[src/logic/pattern_sort_pkg.sv]
`default_nettype none

package pattern_sort_pkg;

  // ----------------------------------------------------------------------
  // field widths
  // ----------------------------------------------------------------------
  localparam int NUM_CFEB = 7;
  // pattern number, lsb carries the bend direction
  localparam int PAT_W    = 7;
  localparam int KEY_W    = 5;
  localparam int OFFS_W   = 4;
  localparam int QLT_W    = 6;
  localparam int BEND_W   = 4;
  localparam int CARRY_W  = 12;
  localparam int CFEB_W   = 3;
  // chamber-wide key is cfeb index over the local half-strip
  localparam int KEYX_W   = CFEB_W + KEY_W;
  // two extra bits for quarter and eighth strip
  localparam int SUBKEY_W = KEYX_W + 2;
  localparam int SORT_W   = 6;

  typedef logic [CFEB_W-1:0]   cfeb_idx_t;
  typedef logic [KEYX_W-1:0]   keyx_t;
  typedef logic [SUBKEY_W-1:0] subkey_t;
  typedef logic [SORT_W-1:0]   sort_key_t;

  // ----------------------------------------------------------------------
  // payload structs
  // ----------------------------------------------------------------------
  // one pattern candidate from a single cfeb, 38 bits
  typedef struct packed {
    logic [PAT_W-1:0]   pat;
    logic [KEY_W-1:0]   key;
    logic [OFFS_W-1:0]  offs;
    logic [QLT_W-1:0]   qlt;
    logic [BEND_W-1:0]  bend;
    logic [CARRY_W-1:0] carry;
  } pattern_cand_t;

  // input frame, element n belongs to cfeb n
  typedef pattern_cand_t [NUM_CFEB-1:0] cand_frame_t;

  // winner of one group sorter, cfeb index kept for the key math
  typedef struct packed {
    cfeb_idx_t     cfeb;
    pattern_cand_t cand;
  } group_best_t;

  // final chamber result
  typedef struct packed {
    logic [PAT_W-1:0]   pat;
    keyx_t              key;
    subkey_t            subkey;
    logic [BEND_W-1:0]  bend;
    logic [CARRY_W-1:0] carry;
    logic [QLT_W-1:0]   qlt;
  } best_lct_t;

  // sort on fit quality, or on pattern number with the bend lsb dropped
  function automatic sort_key_t sort_key_of(input pattern_cand_t cand, input bit on_qlt);
    sort_key_t key;
    if (on_qlt)
      key = cand.qlt;
    else
      key = cand.pat[PAT_W-1:1];
    return key;
  endfunction

endpackage

`default_nettype wire

[src/logic/cfeb_group_sort.sv]
`timescale 1ns/10ps
`default_nettype none

module cfeb_group_sort #(
  parameter int N_CAND      = 4,
  parameter int CFEB_BASE   = 0,
  parameter bit SORT_ON_QLT = 1'b0
) (
  input  logic                                       clock,
  input  logic                                       reset,
  input  logic                                       cand_valid,
  output logic                                       cand_ready,
  input  pattern_sort_pkg::pattern_cand_t [N_CAND-1:0] cands,
  output logic                                       best_valid,
  input  logic                                       best_ready,
  output pattern_sort_pkg::group_best_t              best
);

  // sort key per candidate
  pattern_sort_pkg::sort_key_t cand_key [N_CAND];

  // running winner of the scan
  pattern_sort_pkg::sort_key_t     win_key;
  pattern_sort_pkg::pattern_cand_t win_cand;
  pattern_sort_pkg::cfeb_idx_t     win_cfeb;

  pattern_sort_pkg::group_best_t best_d;
  logic                          load;

  // ----------------------------------------------------------------------
  // sort keys
  // ----------------------------------------------------------------------
  genvar g;
  generate
    for (g = 0; g < N_CAND; g++)
    begin : g_key
      // same key rule as the merge stage and the model
      assign cand_key[g] = pattern_sort_pkg::sort_key_of(cands[g], SORT_ON_QLT);
    end
  endgenerate

  // ----------------------------------------------------------------------
  // best-of-n scan
  // ----------------------------------------------------------------------
  // a higher slot only takes over on a strictly larger key,
  // so equal keys leave the lowest cfeb in place
  always_comb
  begin
    win_key  = cand_key[0];
    win_cand = cands[0];
    win_cfeb = pattern_sort_pkg::cfeb_idx_t'(CFEB_BASE);
    for (int i = 1; i < N_CAND; i++)
    begin
      if (cand_key[i] > win_key)
      begin
        win_key  = cand_key[i];
        win_cand = cands[i];
        // chamber cfeb number, not the slot within the group
        win_cfeb = pattern_sort_pkg::cfeb_idx_t'(CFEB_BASE + i);
      end
    end
  end

  assign best_d.cfeb = win_cfeb;
  assign best_d.cand = win_cand;

  // ----------------------------------------------------------------------
  // output stage, valid/ready
  // ----------------------------------------------------------------------
  // open when empty or when the merge takes the held winner this cycle
  assign cand_ready = !best_valid || best_ready;
  assign load       = cand_valid && cand_ready;

  always_ff @(posedge clock)
  begin
    if (reset)
    begin
      best_valid <= 1'b0;
    end
    else if (cand_ready)
    begin
      // refill or drain on the same edge
      best_valid <= cand_valid;
    end
  end

  // winner payload, only written on a real transfer
  always_ff @(posedge clock)
  begin
    if (load)
    begin
      best <= best_d;
    end
  end

endmodule

`default_nettype wire

[src/logic/best_cfeb_merge.sv]
`timescale 1ns/10ps
`default_nettype none

module best_cfeb_merge #(
  parameter bit SORT_ON_QLT = 1'b0
) (
  input  logic                          clock,
  input  logic                          reset,
  input  logic                          lo_valid,
  input  logic                          hi_valid,
  output logic                          grp_ready,
  input  pattern_sort_pkg::group_best_t lo_best,
  input  pattern_sort_pkg::group_best_t hi_best,
  output logic                          out_valid,
  input  logic                          out_ready,
  output pattern_sort_pkg::best_lct_t   out_result
);

  pattern_sort_pkg::sort_key_t   lo_key;
  pattern_sort_pkg::sort_key_t   hi_key;
  logic                          hi_wins;
  pattern_sort_pkg::group_best_t win;

  // key arithmetic terms
  pattern_sort_pkg::keyx_t   key_base;
  pattern_sort_pkg::keyx_t   key_coarse;
  pattern_sort_pkg::keyx_t   key_round;
  pattern_sort_pkg::keyx_t   key_x;
  logic [1:0]                sub_lsb;
  pattern_sort_pkg::subkey_t subkey;

  pattern_sort_pkg::best_lct_t result_d;
  logic                        both_valid;
  logic                        consume;

  // ----------------------------------------------------------------------
  // pick between the two groups
  // ----------------------------------------------------------------------
  assign lo_key = pattern_sort_pkg::sort_key_of(lo_best.cand, SORT_ON_QLT);
  assign hi_key = pattern_sort_pkg::sort_key_of(hi_best.cand, SORT_ON_QLT);

  // strict compare, low group holds on a tie like the flat 1-of-7 would
  assign hi_wins = hi_key > lo_key;
  assign win     = hi_wins ? hi_best : lo_best;

  // ----------------------------------------------------------------------
  // chamber key and subkey
  // ----------------------------------------------------------------------
  // cfeb index on top of the local half-strip
  assign key_base   = {win.cfeb, win.cand.key};

  // offset bits 3..2 give the half-strip shift
  assign key_coarse = pattern_sort_pkg::keyx_t'(win.cand.offs[3:2]);

  // extra step when both low offset bits are set
  assign key_round  = pattern_sort_pkg::keyx_t'(win.cand.offs[1] & win.cand.offs[0]);

  // centre the shift with -2, wraps modulo 2^KEYX_W
  assign key_x = key_base + key_coarse + key_round - pattern_sort_pkg::keyx_t'(2);

  // quarter/eighth bits, offset lsbs plus one modulo 4
  assign sub_lsb = win.cand.offs[1:0] + 2'd1;
  assign subkey  = {key_x, sub_lsb};

  // result fields straight from the winning candidate
  assign result_d.pat    = win.cand.pat;
  assign result_d.key    = key_x;
  assign result_d.subkey = subkey;
  assign result_d.bend   = win.cand.bend;
  assign result_d.carry  = win.cand.carry;
  assign result_d.qlt    = win.cand.qlt;

  // ----------------------------------------------------------------------
  // output stage, valid/ready
  // ----------------------------------------------------------------------
  // one ready to both groups, they always move together
  assign grp_ready  = !out_valid || out_ready;
  assign both_valid = lo_valid && hi_valid;
  assign consume    = both_valid && grp_ready;

  always_ff @(posedge clock)
  begin
    if (reset)
    begin
      out_valid <= 1'b0;
    end
    else if (grp_ready)
    begin
      // only a pair of group winners makes a result
      out_valid <= both_valid;
    end
  end

  // held while out_ready is low
  always_ff @(posedge clock)
  begin
    if (consume)
    begin
      out_result <= result_d;
    end
  end

endmodule

`default_nettype wire

[src/logic/pattern_sorter_top.sv]
`timescale 1ns/10ps
`default_nettype none

module pattern_sorter_top #(
  parameter bit SORT_ON_QLT = 1'b0
) (
  input  logic                          clock,
  input  logic                          reset,
  input  logic                          in_valid,
  output logic                          in_ready,
  input  pattern_sort_pkg::cand_frame_t in_frame,
  output logic                          out_valid,
  input  logic                          out_ready,
  output pattern_sort_pkg::best_lct_t   out_result
);

  // low group handshake
  logic                          lo_ready;
  logic                          lo_valid;
  pattern_sort_pkg::group_best_t lo_best;

  // high group handshake
  logic                          hi_valid;
  pattern_sort_pkg::group_best_t hi_best;

  // merge ready, shared by both groups
  logic grp_ready;

  // ----------------------------------------------------------------------
  // group sorters
  // ----------------------------------------------------------------------
  // both see the same valid and the same merge ready, so their
  // registers stay in step and the low ready speaks for both
  assign in_ready = lo_ready;

  // cfeb 0..3
  cfeb_group_sort #(
    .N_CAND      (4),
    .CFEB_BASE   (0),
    .SORT_ON_QLT (SORT_ON_QLT)
  ) lo_sort_i (
    .clock      (clock),
    .reset      (reset),
    .cand_valid (in_valid),
    .cand_ready (lo_ready),
    .cands      (in_frame[3:0]),
    .best_valid (lo_valid),
    .best_ready (grp_ready),
    .best       (lo_best)
  );

  // cfeb 4..6, ready matches the low group every cycle
  cfeb_group_sort #(
    .N_CAND      (3),
    .CFEB_BASE   (4),
    .SORT_ON_QLT (SORT_ON_QLT)
  ) hi_sort_i (
    .clock      (clock),
    .reset      (reset),
    .cand_valid (in_valid),
    .cand_ready (),
    .cands      (in_frame[6:4]),
    .best_valid (hi_valid),
    .best_ready (grp_ready),
    .best       (hi_best)
  );

  // ----------------------------------------------------------------------
  // merge and key calculation
  // ----------------------------------------------------------------------
  best_cfeb_merge #(
    .SORT_ON_QLT (SORT_ON_QLT)
  ) merge_i (
    .clock      (clock),
    .reset      (reset),
    .lo_valid   (lo_valid),
    .hi_valid   (hi_valid),
    .grp_ready  (grp_ready),
    .lo_best    (lo_best),
    .hi_best    (hi_best),
    .out_valid  (out_valid),
    .out_ready  (out_ready),
    .out_result (out_result)
  );

endmodule

`default_nettype wire

[config.mk]
export PLATFORM = sky130hd
export DESIGN_NAME = pattern_sorter_top
export DESIGN_NICKNAME = d
export VERILOG_FILES = /design/src/logic/pattern_sort_pkg.sv /design/src/logic/cfeb_group_sort.sv /design/src/logic/best_cfeb_merge.sv /design/src/logic/pattern_sorter_top.sv
export SDC_FILE = /design/constraint.sdc
export NUM_CORES = 1
export LEC_CHECK = 0
export BUFFER_PORTS_ARGS = -buffer_cell sky130_fd_sc_hd__buf_2
export CAP_MARGIN = 20
export CORE_ASPECT_RATIO = 1.2
export CORE_MARGIN = 4
export CORE_UTILIZATION = 55
export CTS_CLUSTER_SIZE = 28
export DETAILED_ROUTE_END_ITERATION = 8
export PLACE_DENSITY_LB_ADDON = 0.25
export SYNTH_ARGS = -nofsm -noshare
export SYNTH_HDL_FRONTEND = slang
export SYNTH_HIERARCHICAL = 1
export SYNTH_SLANG_ARGS = --single-unit
[constraint.sdc]
create_clock -name clock -period 8.8 [get_ports clock]
set_input_delay 1.32 -clock clock [delete_from_list [all_inputs] [get_ports clock]]
set_output_delay 1.32 -clock clock [all_outputs]
set_load 0.03 [all_outputs]
==> impl_results.html <==
<table>
<tr><th>Metric</th><th>Value</th></tr>
<tr><th colspan="2">Run status</th></tr>
<tr><td>Status</td><td>complete, no violations</td></tr>
<tr><th colspan="2">Timing</th></tr>
<tr><td>Hold Worst Slack</td><td>0.515 ns</td></tr>
<tr><td>Final critical-path share of the clock period</td><td>73.9%</td></tr>
<tr><td>Setup repair after global routing missed its margin</td><td>false</td></tr>
<tr><td>Final Max Slew Viols</td><td>0</td></tr>
<tr><td>Setup-failing EPs final</td><td>0</td></tr>
<tr><td>Max Clock Skew</td><td>0.00863 ns</td></tr>
<tr><td>Relative slew slack</td><td>33.9%</td></tr>
<tr><td>Worst-Margin Slew</td><td>0.992 ns</td></tr>
<tr><td>Peak clock frequency supported by timing</td><td>154 MHz</td></tr>
<tr><td>Count of final hold-check violations</td><td>0</td></tr>
<tr><td>Setup TNS Final</td><td>0 ns</td></tr>
<tr><td>Min Tclk post-route</td><td>6.50 ns</td></tr>
<tr><th colspan="2">Place</th></tr>
<tr><td>Final weighted congestion in routability-driven placement</td><td>0.921</td></tr>
<tr><td>Number of buffers added on ports</td><td>318</td></tr>
<tr><td>Number of cells after detailed placement</td><td>1,236</td></tr>
<tr><td>Detailed-placement wirelength estimate</td><td>19,200 µm</td></tr>
<tr><th colspan="2">Worst hold path</th></tr>
<tr><td>Instance count along the most critical hold path</td><td>2</td></tr>
<tr><td>Class of the worst hold path</td><td>reg -&gt; reg</td></tr>
<tr><td>HP Start</td><td>hi_sort_i/best_valid</td></tr>
<tr><td>Capture endpoint of the worst hold path</td><td>hi_sort_i/best_valid</td></tr>
<tr><th colspan="2">Yosys</th></tr>
<tr><td>Flop and latch count out of synthesis</td><td>122</td></tr>
<tr><td>Biggest area contributors in the synthesized netlist</td><td>sky130_fd_sc_hd__edfxtp_1, sky130_fd_sc_hd__mux2_2, sky130_fd_sc_hd__ha_1</td></tr>
<tr><td>Commonest cells post-synth</td><td>sky130_fd_sc_hd__edfxtp_1, sky130_fd_sc_hd__mux2_2, sky130_fd_sc_hd__nand2_1, sky130_fd_sc_hd__inv_1, sky130_fd_sc_hd__ha_1</td></tr>
<tr><td>Syn. warnings</td><td>6</td></tr>
<tr><td>Number of distinct library cells after synthesis</td><td>52</td></tr>
<tr><td>Post-Synthesis Cells</td><td>774</td></tr>
<tr><td>Count of flip-flops with a built-in enable after synthesis</td><td>119</td></tr>
<tr><td>Portion of synthesized cell area occupied by the leading cell type</td><td>41.3%</td></tr>
<tr><td>Most common cell in the netlist</td><td>sky130_fd_sc_hd__edfxtp_1</td></tr>
<tr><td>Post-synthesis instance area</td><td>8640 µm²</td></tr>
<tr><td>Synth Flop Type</td><td>sky130_fd_sc_hd__edfxtp_1</td></tr>
<tr><td>Mean cell area of the mapped netlist</td><td>11.2 µm²</td></tr>
<tr><td>Synth Net Count</td><td>1,089</td></tr>
<tr><td>Sequential area share after synthesis</td><td>42.0%</td></tr>
<tr><td>Fraction of registers with async set/reset</td><td>0%</td></tr>
<tr><td>Biggest area consumer among synthesized cells</td><td>sky130_fd_sc_hd__edfxtp_1</td></tr>
<tr><th colspan="2">Critical path</th></tr>
<tr><td>Most frequent cell on the critical path</td><td>sky130_fd_sc_hd__o21ai_0</td></tr>
<tr><td>Signal arrival time at the worst endpoint</td><td>6.69 ns</td></tr>
<tr><td>Worst reg2reg setup slack</td><td>4.16 ns</td></tr>
<tr><td>Reg2reg start</td><td>hi_sort_i/best[34]</td></tr>
<tr><td>Classification of the worst setup path</td><td>in -&gt; reg</td></tr>
<tr><td>Biggest cell delay along the critical path</td><td>0.70 ns</td></tr>
<tr><td>Crit end category</td><td>flip-flop</td></tr>
<tr><td>Crit-path slowest cell</td><td>sky130_fd_sc_hd__a31oi_4</td></tr>
<tr><td>Launching element type of the critical path</td><td>input port</td></tr>
<tr><td>Worst-path cell chain</td><td>buf_2 &gt; inv_1 &gt; ha_1 &gt; nand4_1 &gt; o21bai_4 &gt; a31oi_4 &gt; nor2_1 &gt; a21oi_1 &gt; ha_1 &gt; and3_1 &gt; o21ai_0 &gt; a21oi_1 &gt; a211o_1 &gt; a21oi_2 &gt; o21ai_0 &gt; o21ai_0 &gt; ha_1 &gt; nor2b_1 &gt; o21a_1 &gt; o21a_1 &gt; o21ai_0 &gt; a211oi_4 &gt; buf_8 &gt; o31ai_1</td></tr>
<tr><td>Path depth of the worst reg2reg path</td><td>16</td></tr>
<tr><td>Endpoint required time on the critical path</td><td>8.99 ns</td></tr>
<tr><td>Maximum fanout count along the critical path</td><td>31</td></tr>
<tr><td>Destination of the worst register-to-register timing path</td><td>merge_i/out_result[39]</td></tr>
<tr><th colspan="2">Clocking</th></tr>
<tr><td>Quantity of gates resized following cts</td><td>0</td></tr>
<tr><td>CTS tree</td><td>done</td></tr>
<tr><td>Number of buffers created by CTS</td><td>17</td></tr>
<tr><td>H-tree levels</td><td>4</td></tr>
<tr><td>Sink count of the clock tree</td><td>122</td></tr>
<tr><td>Clock-pin slew on the worst setup and hold paths</td><td>0.05 ns</td></tr>
<tr><td>Total of hold buffers inserted after clock tree synthesis</td><td>0</td></tr>
<tr><td>Worst-case clock buffer depth</td><td>2</td></tr>
<tr><td>Clk Tree Root Cell</td><td>sky130_fd_sc_hd__clkbuf_16</td></tr>
<tr><td>Insertion delay of the later-clocked pin in the worst-skew pair</td><td>0.41 ns</td></tr>
<tr><td>Number of setup buffers added after CTS</td><td>0</td></tr>
<tr><th colspan="2">Drt</th></tr>
<tr><td>Wire length reported by the detailed router</td><td>25,300 µm</td></tr>
<tr><td>Post-route ant nets</td><td>0</td></tr>
<tr><td>First-iteration detailed-routing DRC count</td><td>602</td></tr>
<tr><td>Wire length per cell after detailed routing</td><td>19.9 µm</td></tr>
<tr><td>Via-per-instance ratio</td><td>5.86</td></tr>
<tr><td>Drc violations</td><td>0</td></tr>
<tr><td>Drt pass-1 iters</td><td>5</td></tr>
<tr><td>Vias</td><td>7,456</td></tr>
<tr><th colspan="2">Global route</th></tr>
<tr><td>Via count of the first global-routing pass</td><td>7,388</td></tr>
<tr><td>Number of antenna violations at the first check in global routing</td><td>1</td></tr>
<tr><td>Global route total overflow</td><td>0</td></tr>
<tr><td>Total Routing Usage GR</td><td>27.9%</td></tr>
<tr><td>Wire length of the first global-routing pass</td><td>38,900 µm</td></tr>
<tr><td>Pin count of the biggest net entering global routing</td><td>48</td></tr>
<tr><th colspan="2">Cells and area</th></tr>
<tr><td>Share of post-route cells with drive strength above 1</td><td>44.2%</td></tr>
<tr><td>Net total in the final layout</td><td>1,369</td></tr>
<tr><td>Final cell count without fillers</td><td>1,272</td></tr>
<tr><td>Area growth syn-to-layout</td><td>25.2%</td></tr>
<tr><td>Final core utilization</td><td>71.2%</td></tr>
<tr><th colspan="2">Pwr</th></tr>
<tr><td>Peak supply drop</td><td>0.139 mV</td></tr>
<tr><td>Power per cell area</td><td>233 nW/µm²</td></tr>
<tr><td>Post-layout total power</td><td>2520 µW</td></tr>
<tr><td>Leak Pwr</td><td>0.00458 µW</td></tr>
<tr><th colspan="2">Floorplanning</th></tr>
<tr><td>Starting density of the core</td><td>56.8%</td></tr>
<tr><td>Width of the chip</td><td>122 µm</td></tr>
<tr><td>Die Area</td><td>17,800 µm²</td></tr>
<tr><td>Vert. Die Dim</td><td>145 µm</td></tr>
<tr><td>Site Rows</td><td>49</td></tr>
<tr><td>Ports placed on the boundary</td><td>319</td></tr>
<tr><td>Core region area</td><td>15,200 µm²</td></tr>
<tr><th colspan="2">Flow run</th></tr>
<tr><td>Max-cap violations</td><td>0</td></tr>
</table>
==> worst max-delay path, delay by kind of cell <==
kind | cells | cell delay (ns)
adder cells (fa/ha/maj) | 3 | 0.88
AO/OA/AOI/OAI | 14 | 3.60
AND/OR/NAND/NOR | 4 | 0.57
buffers and inverters | 3 | 0.32
==> sequential cells by signal, summed over array words and instances, names as in the netlist <==
name,flops
merge_i/out_result,39
hi_sort_i/best_valid,1
lo_sort_i/best,40
lo_sort_i/best_valid,1
hi_sort_i/best,40
merge_i/out_valid,1
==> worst max path at each step <==
| stage | slack (ns) | from | end | cells after the start |
|---|---|---|---|---|
| floorplan | 2.65 | in_frame[37] | lo_sort_i/best[2] | 28 |
| global placement | 1.25 | in_frame[37] | lo_sort_i/best[2] | 23 |
| detailed placement | 1.06 | in_frame[37] | lo_sort_i/best[4] | 23 |
| CTS | 1.50 | in_frame[37] | lo_sort_i/best[4] | 23 |
| global route | 1.80 | in_frame[37] | lo_sort_i/best[23] | 24 |
| finish | 2.30 | in_frame[37] | lo_sort_i/best[23] | 24 |
==> cell usage in the layout (no fill, tap or decap), types with 6 or more instances in the layout <==
master / synthesis / layout
sky130_fd_sc_hd__a311o_1: 33 / 33
sky130_fd_sc_hd__buf_4: 18 / 10
sky130_fd_sc_hd__buf_2: 9 / 318
sky130_fd_sc_hd__mux2_2: 63 / 63
sky130_fd_sc_hd__nor3_1: 32 / 32
sky130_fd_sc_hd__a221oi_2: 32 / 32
sky130_fd_sc_hd__o21ai_0: 19 / 19
sky130_fd_sc_hd__nand3_1: 6 / 6
sky130_fd_sc_hd__ha_1: 43 / 43
sky130_fd_sc_hd__a21oi_1: 20 / 19
sky130_fd_sc_hd__nor4b_1: 33 / 33
sky130_fd_sc_hd__a21o_1: 7 / 7
sky130_fd_sc_hd__edfxtp_1: 119 / 119
sky130_fd_sc_hd__nor2b_1: 39 / 38
sky130_fd_sc_hd__nor2_1: 19 / 18
sky130_fd_sc_hd__nand2_1: 48 / 48
sky130_fd_sc_hd__o31ai_1: 32 / 32
sky130_fd_sc_hd__inv_1: 47 / 47
sky130_fd_sc_hd__clkbuf_16: 0 / 17
sky130_fd_sc_hd__xnor2_1: 7 / 7
sky130_fd_sc_hd__mux2i_1: 11 / 11
sky130_fd_sc_hd__and2_1: 35 / 33
sky130_fd_sc_hd__a31oi_1: 7 / 6
==> layout make-up <==
cell class | instances | area (µm²)
fill | 1175 | 4380
clock buffer | 18 | 429
inverter | 47 | 176
tap | 204 | 255
sequential | 122 | 3630
multi-input combinational | 534 | 4480
timing repair buffer | 332 | 1740
clock inverter | 14 | 108
antenna | 1 | 2.50
==> through the flow <==
step                worst slack, ns  cell area (µm²)
floorplan                      2.65             8640
global placement               1.25            10200
detailed placement             1.06            10200
CTS                            1.50            10800
global route                   1.80            10800
finish                         2.30            10800
==> logic make-up after synthesis <==
| logic type | after synthesis | share of synthesized area [%] |
|---|---|---|
| AND/OR/NAND/NOR | 229 | 15.3 |
| AO/OA/AOI/OAI | 174 | 18.2 |
| flip-flops | 122 | 42.0 |
| buffers and inverters | 118 | 6.99 |
| multiplexers | 77 | 9.95 |
| adder cells (fa/ha/maj) | 45 | 6.69 |
| XOR/XNOR | 7 | 0.709 |
| other | 2 | 0.0869 |
==> power breakdown <==
group / internal, µW / switching, µW / total (µW) / leakage [µW]
combinational: 467 / 561 / 1030 / 0.00316
sequential: 821 / 44.7 / 866 / 0.00117
clock: 382 / 244 / 626 / 0.000250
==> routing by layer <==
layer | track usage (%) | routed length, µm | up-vias
met2 | 46.3 | 12300 | 392
met3 | 6.58 | 2330 | 54
met4 | 9.80 | 705 | 0
met1 | 35.6 | 9930 | 3478
met5 | 0 | 0 | -
li1 | - | - | 3532
No activity file was read; power rests on OpenSTA's default activity.
